### src/verilog/rvPkg.sv
package rvPkg;

    localparam int xlen    = 32;
    localparam int regBits = 5;

    typedef logic [regBits-1:0] regAddr;

    typedef enum logic [3:0] {
        aluAdd   = 4'd0,
        aluSub   = 4'd1,
        aluSll   = 4'd2,
        aluSlt   = 4'd3,
        aluSltu  = 4'd4,
        aluXor   = 4'd5,
        aluSrl   = 4'd6,
        aluSra   = 4'd7,
        aluOr    = 4'd8,
        aluAnd   = 4'd9,
        aluPassB = 4'd10    // Used by lui
    } aluOp;

    typedef enum logic [1:0] {
        resAlu     = 2'd0,
        resMem     = 2'd1,
        resPcPlus4 = 2'd2   // Link value of jal/jalr
    } resultSel;

    // Branch conditions as encoded in funct3
    localparam logic [2:0] f3Beq  = 3'b000;
    localparam logic [2:0] f3Bne  = 3'b001;
    localparam logic [2:0] f3Blt  = 3'b100;
    localparam logic [2:0] f3Bge  = 3'b101;
    localparam logic [2:0] f3Bltu = 3'b110;
    localparam logic [2:0] f3Bgeu = 3'b111;

    typedef struct packed {
        logic            jump;
        logic            branch;
        logic            regWrite;
        resultSel        resultSrc;
        logic            memWrite;
        aluOp            aluCtrl;
        logic            aluSrcA;   // 1 selects pc
        logic            aluSrcB;   // 1 selects immediate
        logic [xlen-1:0] rs1Val;
        logic [xlen-1:0] rs2Val;
        logic [xlen-1:0] immExt;
        logic [xlen-1:0] pc;
        logic [xlen-1:0] pcPlus4;
        logic [2:0]      funct3;
        regAddr          rs1;
        regAddr          rs2;
        regAddr          rd;
    } decodeBundle;

    typedef struct packed {
        logic            regWrite;
        resultSel        resultSrc;
        logic            memWrite;
        logic [xlen-1:0] aluOut;
        logic [xlen-1:0] rs2Val;    // Store data
        logic [2:0]      funct3;
        regAddr          rd;
        logic [xlen-1:0] pcPlus4;
    } memBundle;

    typedef struct packed {
        logic            regWrite;
        regAddr          rd;
        logic [xlen-1:0] result;
    } wbBundle;

endpackage

### src/verilog/comparator.sv
`timescale 1ns/1ps

module comparator import rvPkg::*; (
    input  logic [xlen-1:0] a,
    input  logic [xlen-1:0] b,
    input  logic [2:0]      funct3,
    output logic            relation
);

    logic isEqual;
    logic isLess;
    logic isLessU;

    assign isEqual = (a == b);
    assign isLess  = ($signed(a) < $signed(b));
    assign isLessU = (a < b);

    always_comb begin
        case (funct3)
            f3Beq: begin
                relation = isEqual;
            end
            f3Bne: begin
                relation = !isEqual;
            end
            f3Blt: begin
                relation = isLess;
            end
            f3Bge: begin
                relation = !isLess;
            end
            f3Bltu: begin
                relation = isLessU;
            end
            f3Bgeu: begin
                relation = !isLessU;
            end
            default: relation = 1'b0;   // 010 and 011 are not branches
        endcase
    end

endmodule

### src/verilog/alu.sv
`timescale 1ns/1ps

module alu import rvPkg::*; (
    input  logic [xlen-1:0] opA,
    input  logic [xlen-1:0] opB,
    input  aluOp            op,
    output logic [xlen-1:0] result
);

    logic [4:0] shamt;

    assign shamt = opB[4:0];

    always_comb begin
        case (op)
            aluAdd: begin
                result = opA + opB;
            end
            aluSub: begin
                result = opA - opB;
            end
            aluSll: begin
                result = opA << shamt;
            end
            aluSlt: begin
                result = {{(xlen-1){1'b0}}, $signed(opA) < $signed(opB)};
            end
            aluSltu: begin
                result = {{(xlen-1){1'b0}}, opA < opB};
            end
            aluXor: begin
                result = opA ^ opB;
            end
            aluSrl: begin
                result = opA >> shamt;
            end
            aluSra: begin
                result = $unsigned($signed(opA) >>> shamt);   // Sign fill
            end
            aluOr: begin
                result = opA | opB;
            end
            aluAnd: begin
                result = opA & opB;
            end
            aluPassB: begin
                result = opB;
            end
            default: result = '0;
        endcase
    end

endmodule

### src/verilog/forwardUnit.sv
`timescale 1ns/1ps

module forwardUnit import rvPkg::*; (
    input  regAddr          exRs1,
    input  regAddr          exRs2,
    input  logic [xlen-1:0] rs1Val,
    input  logic [xlen-1:0] rs2Val,
    input  memBundle        mem,
    input  wbBundle         wb,
    output logic [xlen-1:0] srcA,
    output logic [xlen-1:0] srcB
);

    // Newest producer wins, x0 stays zero
    function automatic logic [xlen-1:0] pickSource(
        input regAddr          rs,
        input logic [xlen-1:0] regVal,
        input memBundle        memIn,
        input wbBundle         wbIn
    );
        logic memHit;
        logic wbHit;
        memHit = memIn.regWrite && (memIn.rd != '0) && (memIn.rd == rs);
        wbHit  = wbIn.regWrite && (wbIn.rd != '0) && (wbIn.rd == rs);
        if (memHit) begin
            return memIn.aluOut;
        end else if (wbHit) begin
            return wbIn.result;
        end
        return regVal;
    endfunction

    always_comb begin
        srcA = pickSource(exRs1, rs1Val, mem, wb);
        srcB = pickSource(exRs2, rs2Val, mem, wb);
    end

endmodule

### src/verilog/idExReg.sv
`timescale 1ns/1ps

module idExReg import rvPkg::*; (
    input  logic        clk,
    input  logic        rstN,
    input  logic        flush,
    input  decodeBundle decode,
    output decodeBundle exBundle
);

    always_ff @(posedge clk or negedge rstN) begin
        if (!rstN) begin
            exBundle <= '0;
        end else begin
            exBundle <= decode;
            if (flush) begin
                exBundle.jump      <= 1'b0;    // Squash wrong-path instruction
                exBundle.branch    <= 1'b0;
                exBundle.regWrite  <= 1'b0;
                exBundle.resultSrc <= resAlu;
                exBundle.memWrite  <= 1'b0;
                exBundle.aluCtrl   <= aluAdd;
                exBundle.aluSrcA   <= 1'b0;
                exBundle.aluSrcB   <= 1'b0;
            end
        end
    end

endmodule

### src/verilog/execute.sv
`timescale 1ns/1ps

module execute import rvPkg::*; (
    input  logic            clk,
    input  logic            rstN,
    input  decodeBundle     exBundle,
    input  logic [xlen-1:0] srcA,
    input  logic [xlen-1:0] srcB,
    output memBundle        mem,
    output logic            pcSrc,
    output logic [xlen-1:0] pcTarget
);

    logic [xlen-1:0] opA;
    logic [xlen-1:0] opB;
    logic [xlen-1:0] aluResult;
    logic            relation;

    assign opA = exBundle.aluSrcA ? exBundle.pc : srcA;
    assign opB = exBundle.aluSrcB ? exBundle.immExt : srcB;

    comparator branchCmp (
        .a          (srcA),
        .b          (srcB),
        .funct3     (exBundle.funct3),
        .relation   (relation)
    );

    alu aluUnit (
        .opA        (opA),
        .opB        (opB),
        .op         (exBundle.aluCtrl),
        .result     (aluResult)
    );

    // Bubbles carry no branch or jump, so they never redirect
    assign pcSrc    = (exBundle.branch & relation) | exBundle.jump;
    assign pcTarget = aluResult;    // pc+imm, or rs1+imm for jalr

    always_ff @(posedge clk or negedge rstN) begin
        if (!rstN) begin
            mem <= '0;
        end else begin
            mem.regWrite  <= exBundle.regWrite;
            mem.resultSrc <= exBundle.resultSrc;
            mem.memWrite  <= exBundle.memWrite;
            mem.aluOut    <= aluResult;
            mem.rs2Val    <= srcB;         // Forwarded store data
            mem.funct3    <= exBundle.funct3;
            mem.rd        <= exBundle.rd;
            mem.pcPlus4   <= exBundle.pcPlus4;
        end
    end

endmodule

### src/verilog/executeStage.sv
`timescale 1ns/1ps

module executeStage import rvPkg::*; (
    input  logic            clk,
    input  logic            rstN,
    input  decodeBundle     decode,
    input  wbBundle         wb,
    output memBundle        mem,
    output logic            pcSrc,
    output logic [xlen-1:0] pcTarget
);

    decodeBundle     exBundle;
    logic [xlen-1:0] srcA;
    logic [xlen-1:0] srcB;

    // Taken branch or jump kills the instruction behind it
    idExReg idEx (
        .clk        (clk),
        .rstN       (rstN),
        .flush      (pcSrc),
        .decode     (decode),
        .exBundle   (exBundle)
    );

    forwardUnit fwd (
        .exRs1      (exBundle.rs1),
        .exRs2      (exBundle.rs2),
        .rs1Val     (exBundle.rs1Val),
        .rs2Val     (exBundle.rs2Val),
        .mem        (mem),
        .wb         (wb),
        .srcA       (srcA),
        .srcB       (srcB)
    );

    execute exec (
        .clk        (clk),
        .rstN       (rstN),
        .exBundle   (exBundle),
        .srcA       (srcA),
        .srcB       (srcB),
        .mem        (mem),
        .pcSrc      (pcSrc),
        .pcTarget   (pcTarget)
    );

endmodule

### config.mk
export PLATFORM = sky130hd
export DESIGN_NAME = executeStage
export DESIGN_NICKNAME = d
export VERILOG_FILES = /design/src/verilog/rvPkg.sv /design/src/verilog/comparator.sv /design/src/verilog/alu.sv /design/src/verilog/forwardUnit.sv /design/src/verilog/idExReg.sv /design/src/verilog/execute.sv /design/src/verilog/executeStage.sv
export SDC_FILE = /design/constraint.sdc
export NUM_CORES = 1
export LEC_CHECK = 0
export BUFFER_PORTS_ARGS = -buffer_cell sky130_fd_sc_hd__buf_2
export CAP_MARGIN = 10
export CORE_MARGIN = 2
export CORE_UTILIZATION = 35
export DETAILED_ROUTE_END_ITERATION = 8
export PLACE_DENSITY_LB_ADDON = 0.25
export SLEW_MARGIN = 20
export SYNTH_ARGS = -nofsm -noshare
export SYNTH_HDL_FRONTEND = slang
export SYNTH_HIERARCHICAL = 1
export SYNTH_SLANG_ARGS = --single-unit
### constraint.sdc
create_clock -name clk -period 8.4 [get_ports clk]
set_clock_uncertainty 0.05 [all_clocks]
set_input_delay 0.42 -clock clk [delete_from_list [all_inputs] [get_ports clk]]
set_output_delay 0.42 -clock clk [all_outputs]
set_load 0.02 [all_outputs]
# ---- Word-level counts from Yosys, hierarchy flattened
# Cells that the tools add are included.
dict set report classes {
  n_shift 3
  eq_ne 20
  n_reduce_logical 13
  n_addsub 2
  mux 15
  n_mul 0
  div_mod_pow 0
  n_bitwise 5
  magnitude_cmp 4
}
# cell n
set ops {}
lappend ops {{case mux 32 bit (11 select lines)} 1}
lappend ops {{two-way mux 32 bit} 8}
lappend ops {{less-than comparator 32 bit} 4}
lappend ops {{adder 32 bit} 1}
lappend ops {{bitwise AND 32 bit} 1}
lappend ops {{== test 32 bit} 1}
lappend ops {{bitwise OR 32 bit} 1}
lappend ops {{<< shifter 32 x 5 -> 32 bit} 1}
lappend ops {{right shift 32 x 5 -> 32 bit} 1}
lappend ops {{>>> shifter 32 x 5 -> 32 bit} 1}
lappend ops {{subtractor 32 bit} 1}
lappend ops {{XOR 32 bit} 1}
lappend ops {{== test 5 bit} 4}
lappend ops {{== test 4 x 3 -> 1 bit, second input constant} 4}
lappend ops {{== test 3 bit, second input constant} 4}
lappend ops {{== test 4 bit, second input constant} 3}
lappend ops {{two-way mux 12 bit} 1}
lappend ops {{nonzero test 5 bit} 2}
lappend ops {{== test 4 x 2 -> 1 bit, second input constant} 2}
lappend ops {{logical AND 1 bit} 6}
lappend ops {{case mux 1 bit (6 select lines)} 1}
lappend ops {{== test 4 x 1 -> 1 bit, second input constant} 1}
lappend ops {{zero test 4 bit} 1}
lappend ops {{two-way mux 1 bit} 4}
lappend ops {{other kinds (5)} 7}
dict set report word_totals {
  rom_bits 0
  wordCells 87
  reg_bits 298
  latchBits 0
  output_inout_bits 141
  in_bits 230
  ramBits 0
  mem_count 0
}

# ---- Logic depth before layout (Yosys ltp)
# Gate-level depths: netlist of the first run.
dict set report depth {
  word_depth 12
  ltp_mapped 22
  ltp_nobuf 17
}

# ---- By module
# Netlist of the first run, hierarchy kept.
# module instances area_each_um2 seq_area_each_um2 cells_per_inst
set modules_own_cells {}
lappend modules_own_cells {alu 1 9282.7 0.0 1434}
lappend modules_own_cells {idExReg 1 4880.9 4754.6 203}
lappend modules_own_cells {execute 1 3798.6 2702.6 181}
lappend modules_own_cells {forwardUnit 1 2233.4 0.0 355}
lappend modules_own_cells {comparator 1 905.9 0.0 119}

# ---- Worst setup path after synthesis of the first run
# No wires, ideal clock.
dict set report synth_timing {
  path_type {reg-to-output}
  from {register, netlist name exec/mem[33]}
  to {output pcTarget[24]}
  required_time_ps 7930
  path_stages_with_launch 23
  t_arrival_ps 5613
  slack_ps 2317
  n_path_buf 6
  path_cell_list {dfrtp_1 > or4_1 > o211ai_2 > or2_1 > buf_2 > buf_4 > a31oi_1 > mux2_4 > clkbuf_1 > inv_2 > buf_1 > buf_1 > ha_1 > buf_2 > nor2b_1 > o31a_1 > o21ai_1 > o41ai_2 > a41oi_2 > or3_1 > o221ai_1 > nor2_1 > o21ai_0}
}
dict set report synth_via {
  elab_chain_len 8
  word_cells_on_any_way 23
  cone_classes {2 x add/sub; 2 x eq/ne; 3 x shift; 9 x mux; 3 x bitwise; 4 x reduce/logical}
}
# item line
set synth_rtl {}
lappend synth_rtl {{nonzero test 5 bit} forwardUnit.sv:23} ;# memHit = memIn.regWrite && (memIn.rd != '0) && (memIn.rd == rs);
lappend synth_rtl {{logical AND 1 bit} forwardUnit.sv:23}
lappend synth_rtl {{logical AND 1 bit (*)} forwardUnit.sv:23}
lappend synth_rtl {{two-way mux 32 bit or two-way mux 1 bit (tied branches)} forwardUnit.sv:25} ;# if (memHit) begin
lappend synth_rtl {{two-way mux 32 bit (*)} forwardUnit.sv:30} ;# return regVal;
lappend synth_rtl {{net srcB[2]} executeStage.sv:15} ;# logic [xlen-1:0] srcB;
lappend synth_rtl {{two-way mux 32 bit (*)} execute.sv:20} ;# assign opB = exBundle.aluSrcB ? exBundle.immExt : srcB;
lappend synth_rtl {{net exec.opB[2]} execute.sv:15} ;# logic [xlen-1:0] opB;
lappend synth_rtl {{subtractor 32 bit, or another cell as far along} alu.sv:20} ;# result = opA - opB;
lappend synth_rtl {{case mux 32 bit (11 select lines) (*)} alu.sv:15} ;# case (op)
lappend synth_rtl {{to (decl)} executeStage.sv:10} ;# output logic [xlen-1:0] pcTarget
# The timed path passes the listed nets; every way through them passes the cells marked *.

# ---- Worst setup path after layout of the first run
dict set report layout_timing {
  from {register, netlist name exec/mem[33]}
  to {output pcTarget[30]}
}
dict set report layout_via {
  elab_chain_len 8
  word_cells_on_any_way 23
  cone_classes {2 x add/sub; 2 x eq/ne; 3 x shift; 9 x mux; 3 x bitwise; 4 x reduce/logical}
}
# item line
set layout_rtl {}
lappend layout_rtl {{nonzero test 5 bit} forwardUnit.sv:23}
lappend layout_rtl {{logical AND 1 bit} forwardUnit.sv:23}
lappend layout_rtl {{logical AND 1 bit (*)} forwardUnit.sv:23}
lappend layout_rtl {{two-way mux 32 bit or two-way mux 1 bit (tied branches)} forwardUnit.sv:25}
lappend layout_rtl {{two-way mux 32 bit (*)} forwardUnit.sv:30}
lappend layout_rtl {{net srcB[0]} executeStage.sv:15}
lappend layout_rtl {{two-way mux 32 bit (*)} execute.sv:20}
lappend layout_rtl {{net exec.opB[0]} execute.sv:15}
lappend layout_rtl {{subtractor 32 bit, or another cell as far along} alu.sv:20}
lappend layout_rtl {{case mux 32 bit (11 select lines) (*)} alu.sv:15}
# Marks and branches as above.

==> metrics.cfg, run 1 <==
[grt]
grt_pass1_wl_um = 150000
grt_max_degree = 88
grt_pass1_vias = 21593
grtUsageTotal = 0.325
overflow = 0
antenna_found_initial = 13

[synth]
async_flop_share = 1.00
synth_flop_cell = dfrtp_1
yosysWarnings = 6
seq_area_frac_synth = 0.353
syn_area_sq_mm = 0.0211
post_synth_num_cell_types = 96
syn_avg_cell_area_sq_um = 9.21
synth_seq_cells = 298
synth_enable_flop_cells = 0
synth_nets = 2656
syn_inst = 2292

[timing]
min_period_ps = 7740
maxSlewHeadroom = 0.197
setup_tns_ps = 0
slew_viol_final = 0
period_share = 0.922
grt_setup_unrepaired = no
hold_slack_ps = 38.1
max_freq_ghz = 0.129
finalHoldViolCount = 0
worstMarginPinSlew_ps = 1190
setup_violations = 0

[power_and_ir_drop]
p_leak_nw = 11.6
peakVddDrop_mv = 0.222
p_per_area_mw_per_mm2 = 220

[detailed_routing]
wl_met2_um = 46700
wirelength_met1_um = 42900
met3_wirelength_um = 9780
viasPerCell = 6.14
drc = 0
drt_iter0_drc = 3009
top_layer = met5
ant_nets = 0
drtPass1Iterations = 9
routed_wl_um = 104000
num_vias = 21805
drt-wirelength-per-cell_um = 29.3

[worst_setup_path]
cpLargestDelayFamily = compound AO/OA/AOI/OAI gates
worst-path-buf-inv = 3
cp_common_cell = a21oi_1
reg2reg_from = exec/mem[33]
cp_max_fo = 32
crit_arrival_ps = 7270
startpoint = exec/mem[33]
cp_slowest_stage_delay_ps = 710
startpoint_type = flop
worstPathCellList = or4_1 -> o211ai_2 -> buf_4 -> nor3_1 -> a31oi_1 -> mux2_2 -> inv_1 -> ha_1 -> mux2i_1 -> a21oi_1 -> a31oi_2 -> a21oi_1 -> or3_4 -> nor4_4 -> a21oi_1 -> o22a_1 -> buf_2
worstSetupPathType = flop to output pin
slowest_stage = mux2_2
required_ps = 7930
end_kind = output pin

[clock_network]
cts_tree = yes
clockBufferDepth = 3
root_buffer = clkbuf_16
post_cts_resized = 0
insertion_delay_ps = 570
cts_sinks = 298
ctsHtreeMaxLevel = 1
cts_made_buffers = 29
path_clk_slew_ps = 70

[floorplan]
dieArea_sq_mm = 0.0623
die_w_um = 250
ios = 371
fp.dieH_um = 250
initial_utilization = 0.352
core_area_sq_mm = 0.0600
rows = 90

[layout]
final_cell_mix = buf_2, dfrtp_1, nor2_1
drive_gt1_frac = 0.232
layout_commonest_cell = buf_2
final_cell_area_sq_mm = 0.0263
final_nets = 3109
area_growth_pct = 24.4

[placed_design]
dpl_cell_area_sq_mm = 0.0234
place.detailed.hpwl_um = 79800
portBuffers = 370
place.gp.congestion = 0.960

[worst_hold_path]
hp-start = decode[184]
hp-class = input pin to flop

[job]
maxCapViolations = 0

[outcome]
status = completed

==> Yosys cell counts, types with 7 or more instances <==
cell / instances / area [sq um]
dfrtp_1: 298 / 7460
nor2_1: 187 / 702
a21oi_1: 149 / 746
nand2_1: 145 / 544
inv_1: 136 / 510
ha_1: 132 / 1650
o21ai_0: 109 / 546
clkbuf_1: 107 / 402
nor3_1: 107 / 536
a31oi_1: 81 / 507
nand4_1: 81 / 507
o31ai_1: 74 / 556
mux2_4: 60 / 901
mux2i_1: 55 / 551
o211ai_1: 36 / 270
buf_2: 32 / 160
nand3_1: 32 / 160
mux4_2: 27 / 608
xnor2_1: 23 / 201
a221oi_1: 20 / 175
a21o_1: 19 / 143
mux2_2: 19 / 214
nor2b_1: 19 / 119
a211oi_1: 18 / 135
o22ai_1: 18 / 113
nor4_1: 15 / 93.8
buf_6: 14 / 158
o2111ai_1: 14 / 123
a222oi_1: 13 / 130
and2_1: 13 / 81.3
buf_1: 13 / 48.8
or3_1: 13 / 81.3
xor2_1: 13 / 114
a22oi_1: 12 / 90.1
nand2b_1: 12 / 75.1
o221ai_1: 12 / 105
o21a_1: 11 / 82.6
a221o_1: 9 / 90.1
o21bai_1: 9 / 67.6
or2_2: 9 / 56.3
and3_1: 8 / 50.1
buf_4: 8 / 60.1
nor2b_2: 8 / 70.1
a211o_1: 7 / 61.3
==> power breakdown <==
part / internal [mW] / total [mW] / switching, mW
clock: 0.788 / 1.39 / 0.601
sequential: 1.57 / 1.75 / 0.175
combinational: 0.858 / 2.65 / 1.79
total: 3.22 / 5.79 / 2.57
==> what timing repair did <==
action / in CTS / in global routing
buffers inserted: 0 / 0
hold endpoints to repair: 262 / 0
hold buffers: 179 / 0
==> flip-flops by register name (all words and copies together) (netlist names) <==
name	flops
exec/mem	108
idEx/exBundle	190
==> final timing paths <==
kind	end	slack, ps	cells past startpoint
worst max-delay path	pcTarget[30]	660	17
worst min-delay path	idEx/exBundle[184]	40	2
worst max register to register	exec/mem[102]	1670	16
worst min register to register	exec/mem[1]	290	0
max in group asynchronous	idEx/exBundle[145]	6460	3
min in group asynchronous	exec/mem[9]	390	2
==> worst register-to-register path, stage by stage, from the launching register on <==
cell	delay [ps]
dfrtp_1	430
or4_1	600
o211ai_2	180
buf_4	400
nor3_1	110
a31oi_1	440
mux2_2	710
inv_1	550
ha_1	440
mux2i_1	620
a21oi_1	370
a31oi_2	460
a21oi_1	240
or3_4	400
nor4_4	280
a21oi_1	90
o22a_1	230
==> cell type report <==
class	count	area, sq um
clock inverter	20	255
fill	5761	33800
sequential	298	7460
tap	782	978
timing repair buffer	602	4050
multi-input combinational	1677	12200
clock buffer	33	761
inverter	137	514
antenna	4	10.0
==> logic make-up after synthesis <==
kind of cell | Yosys count | share of synthesized area
and+or+nand+nor | 676 | 0.159
muxes | 162 | 0.109
DFF | 298 | 0.353
xor gates and xnor gates | 36 | 0.0149
adders and majority gates | 134 | 0.0802
buffers and inverters | 317 | 0.0693
AOI/OAI and AO/OA | 669 | 0.214
==> per-layer routing <==
metal | up-vias | global-route usage
met4 | 16 | 0.129
li1 | 9394 | -
met2 | 1425 | 0.515
met5 | - | 0
met1 | 10714 | 0.438
met3 | 256 | 0.0599
==> metrics by stage <==
| stage | instances | util | power [mW] | setup slack (ps) |
|---|---|---|---|---|
| after floorplan | 2292 | - | 3.24 | 2320 |
| after global placement | 3317 | 0.391 | 4.29 | 1330 |
| after detailed placement | 3317 | 0.391 | 4.26 | 1430 |
| after CTS | 3549 | 0.437 | 5.73 | 930 |
| after global routing | 3551 | 0.437 | 6.01 | 327 |
| final | 3553 | 0.437 | 5.79 | 658 |
No activity file was read; power rests on OpenSTA's default activity.
==> run 2, diff against run 1 <==
--- a/config.mk
+++ b/config.mk
@@ -5,6 +5,7 @@
 export SDC_FILE = /design/constraint.sdc
 export NUM_CORES = 1
 export LEC_CHECK = 0
+export ABC_AREA = 1
 export BUFFER_PORTS_ARGS = -buffer_cell sky130_fd_sc_hd__buf_2
 export CAP_MARGIN = 10
 export CORE_MARGIN = 2
==> metrics.cfg, run 2 <==
[layout]
area_growth_pct = 23.7
final_util = 0.437  ; about the same
top_regs = idEx/exBundle: 190 flops, exec/mem: 108 flops
final_cell_area_sq_mm = 0.0275  ; +4.8%
largest_reg_flops = 190  ; unchanged
n_fill_cell = 6698  ; +16%
final_cell_mix = nand2_1, nand3_1, inv_1
final_nets = 4234  ; +36%
layout_commonest_cell = nand2_1
max_flop_register = idEx/exBundle
drive_gt1_frac = 0.135  ; -0.0963

[worst_setup_path]
cp_slowest_stage_delay_ps = 910  ; +200 ps
cpLargestDelayFamily = simple AND/OR/NAND/NOR gates
worstPathCellList = xnor2_1 -> nand2_1 -> nor2_2 -> buf_4 -> nand3_2 -> nand2_1 -> nand3_1 -> nand2_1 -> nand2_2 -> nand2_2 -> clkinv_1 -> buf_4 -> fa_1 -> inv_1 -> nand2_1 -> nand3_1 -> nand2_1 -> nand2_1 -> a21oi_1 -> o21ai_0 -> nand4_1 -> buf_2
worstSetupPathType = flop to output pin
required_ps = 7930  ; about the same
crit_arrival_ps = 6820  ; -450 ps
worst-path-buf-inv = 5  ; +2
worst-r2r-setup-slack_ps = 2110  ; +440 ps
cp_common_cell = nand2_1
cp_max_fo = 41  ; +28%
slowest_stage = nand2_1
end_kind = output pin
startpoint_type = flop

[clock_network]
path_clk_slew_ps = 60  ; about the same
cts_sinks = 298  ; unchanged
cts_tree = yes
cts_made_buffers = 34  ; +17%
root_buffer = clkbuf_16
insertion_delay_ps = 570  ; about the same
ctsHtreeMaxLevel = 2  ; +1
cts_setup_buffers = 0  ; unchanged
clockBufferDepth = 3  ; unchanged

[power_and_ir_drop]
p_per_area_mw_per_mm2 = 212  ; -3.8%
p_leak_nw = 15.1  ; +30%
peakVddDrop_mv = 0.209  ; -5.7%
p_total_mw = 5.84  ; +0.86%

[timing]
finalHoldViolCount = 0  ; unchanged
worstMarginPinSlew_ps = 1100  ; -91.1 ps
grt_setup_unrepaired = no
maxSlewHeadroom = 0.263  ; +0.0664
setup_tns_ps = 0  ; unchanged
max_freq_ghz = 0.137  ; +6.1%
setup_violations = 0  ; unchanged
period_share = 0.868  ; -0.0533
slew_viol_final = 0  ; unchanged
min_period_ps = 7290  ; -448 ps

[grt]
grt_pass1_wl_um = 146000  ; -2.4%
grt_pass1_vias = 23182  ; +7.4%
antenna_found_initial = 5  ; -8
overflow = 0  ; unchanged
grtUsageTotal = 0.293  ; -0.0319
grt_max_degree = 123  ; +40%

[synth]
syn_area_sq_mm = 0.0223  ; +5.5%
yosysWarnings = 6  ; unchanged
synth_flop_cell = dfrtp_1
synthTopCellsByArea = dfrtp_1, nand2_1, nand3_1
seq_area_frac_synth = 0.335  ; -0.0184
yosysMostFrequentCell = nand2_1
synth_seq_cells = 298  ; unchanged
synth_largest_area_cell = dfrtp_1
syn_inst = 3409  ; +49%
synth_enable_flop_cells = 0  ; unchanged
synth_top_area_frac = 0.335  ; -0.0184
syn_avg_cell_area_sq_um = 6.53  ; -29%
synth_common_cells = nand2_1, nand3_1, inv_1
post_synth_num_cell_types = 49  ; -49%
async_flop_share = 1.00  ; unchanged
synth_nets = 3773  ; +42%

[detailed_routing]
drc = 0  ; unchanged
drtPass1Iterations = 8  ; -1
routed_wl_um = 98300  ; -5.7%
num_vias = 24523  ; +12%
drt-wirelength-per-cell_um = 20.7  ; -29%
ant_nets = 0  ; unchanged
drt_iter0_drc = 3055  ; +1.5%
viasPerCell = 5.17  ; -16%

[floorplan]
fp.dieH_um = 256  ; +2.7%
dieArea_sq_mm = 0.0656  ; +5.4%
ios = 371  ; unchanged
core_area_sq_mm = 0.0630  ; +4.9%
initial_utilization = 0.353  ; +0.00192
die_w_um = 256  ; +2.7%
rows = 92  ; +2.2%

[outcome]
status = completed

[worst_hold_path]
hp-class = input pin to flop

[placed_design]
dpl_cell_area_sq_mm = 0.0246  ; +4.8%
portBuffers = 370  ; unchanged
place.gp.congestion = 1.03  ; +7.5%
place.detailed.hpwl_um = 76400  ; -4.4%

[job]
maxCapViolations = 0  ; unchanged

==> run 2: cell count changes in the layout (fill, tap and decap cells not counted), sizes merged, moves of 39 or more <==
| cell | delta |
|---|---|
| mux2 | -79 |
| a21oi | -76 |
| o31ai | -74 |
| o21ai | -39 |
| a31oi | -79 |
| nor3 | -85 |
| nor2 | +65 |
| nand3 | +492 |
| nand2 | +1054 |
| mux2i | -55 |
| inv | +330 |
==> run 2: path summary, 6_finish.rpt <==
check                                  startpoint                  to  cells after the start
worst min register to register  idEx/exBundle[19]         exec/mem[1]                      0
worst min-delay path                  decode[182]  idEx/exBundle[182]                      3
max in group asynchronous                    rstN   idEx/exBundle[74]                      3
worst max register to register       exec/mem[32]        exec/mem[86]                     21
worst max-delay path                 exec/mem[32]        pcTarget[14]                     22
min in group asynchronous                    rstN        exec/mem[24]                      2
==> run 2: logic make-up (layout without fill, tap and decap cells) <==
family	Yosys count	in the layout	share of synthesized area
fa+ha+maj	134	134	0.0760
compound gates	214	214	0.0542
flops	298	298	0.335
buf+inv	624	1108	0.118
other cells	0	6	0
xor+xnor	18	18	0.00708
simple gates	2121	2121	0.410
==> run 2: repair_timing <==
action | CTS | global route
endpoints found under the hold margin | 230 | 0
hold buffers | 182 | 0
resized for setup | 0 | 0
==> run 2: metrics by stage <==
| stage | instances | setup WS, ps | hold WS (ps) |
|---|---|---|---|
| 6_report | 4745 | 1110 | 25.0 |
| 2_1_floorplan | 3409 | 4270 | 74.4 |
| 3_3_place_gp | 4498 | 1960 | 281 |
| 4_1_cts | 4739 | 1310 | 8.34 |
| 3_5_place_dp | 4498 | 1930 | 285 |
| 5_1_grt | 4744 | 674 | 14.9 |
==> run 2: area by class of cell <==
| cell class | instances | area [sq um] | area share |
|---|---|---|---|
| Clock buffer | 44 | 948 | 0.0345 |
| Antenna cell | 6 | 15.0 | 0.000545 |
| Sequential cell | 298 | 7460 | 0.271 |
| Timing Repair Buffer | 581 | 3900 | 0.142 |
| Tap cell | 846 | 1060 | 0.0385 |
| Multi-Input combinational cell | 2487 | 12200 | 0.443 |
| Clock inverter | 15 | 184 | 0.00668 |
| Inverter | 468 | 1770 | 0.0645 |
==> run 2: layer usage <==
metal / part of all wire / vias up / global-route usage
met1: 0.42 / 11324 / 0.392
met5: 0 / - / 0
met4: 0.054 / 0 / 0.140
met3: 0.080 / 212 / 0.0418
met2: 0.45 / 1273 / 0.465
li1: - / 11714 / -
==> run 2: power breakdown <==
| part | internal, mW | switching (mW) |
|---|---|---|
| Clock | 0.873 | 0.647 |
| Sequential | 1.57 | 0.103 |
| Combinational | 0.730 | 1.91 |
| Total | 3.17 | 2.66 |
==> run 2: worst register-to-register path: cells and delay by family (launching register included) <==
| family | cells | cell delay [ps] |
|---|---|---|
| xor+xnor | 1 | 170 |
| simple gates | 13 | 3570 |
| fa+ha+maj | 1 | 430 |
| compound gates | 2 | 260 |
| flops | 1 | 420 |
| buf+inv | 4 | 1100 |
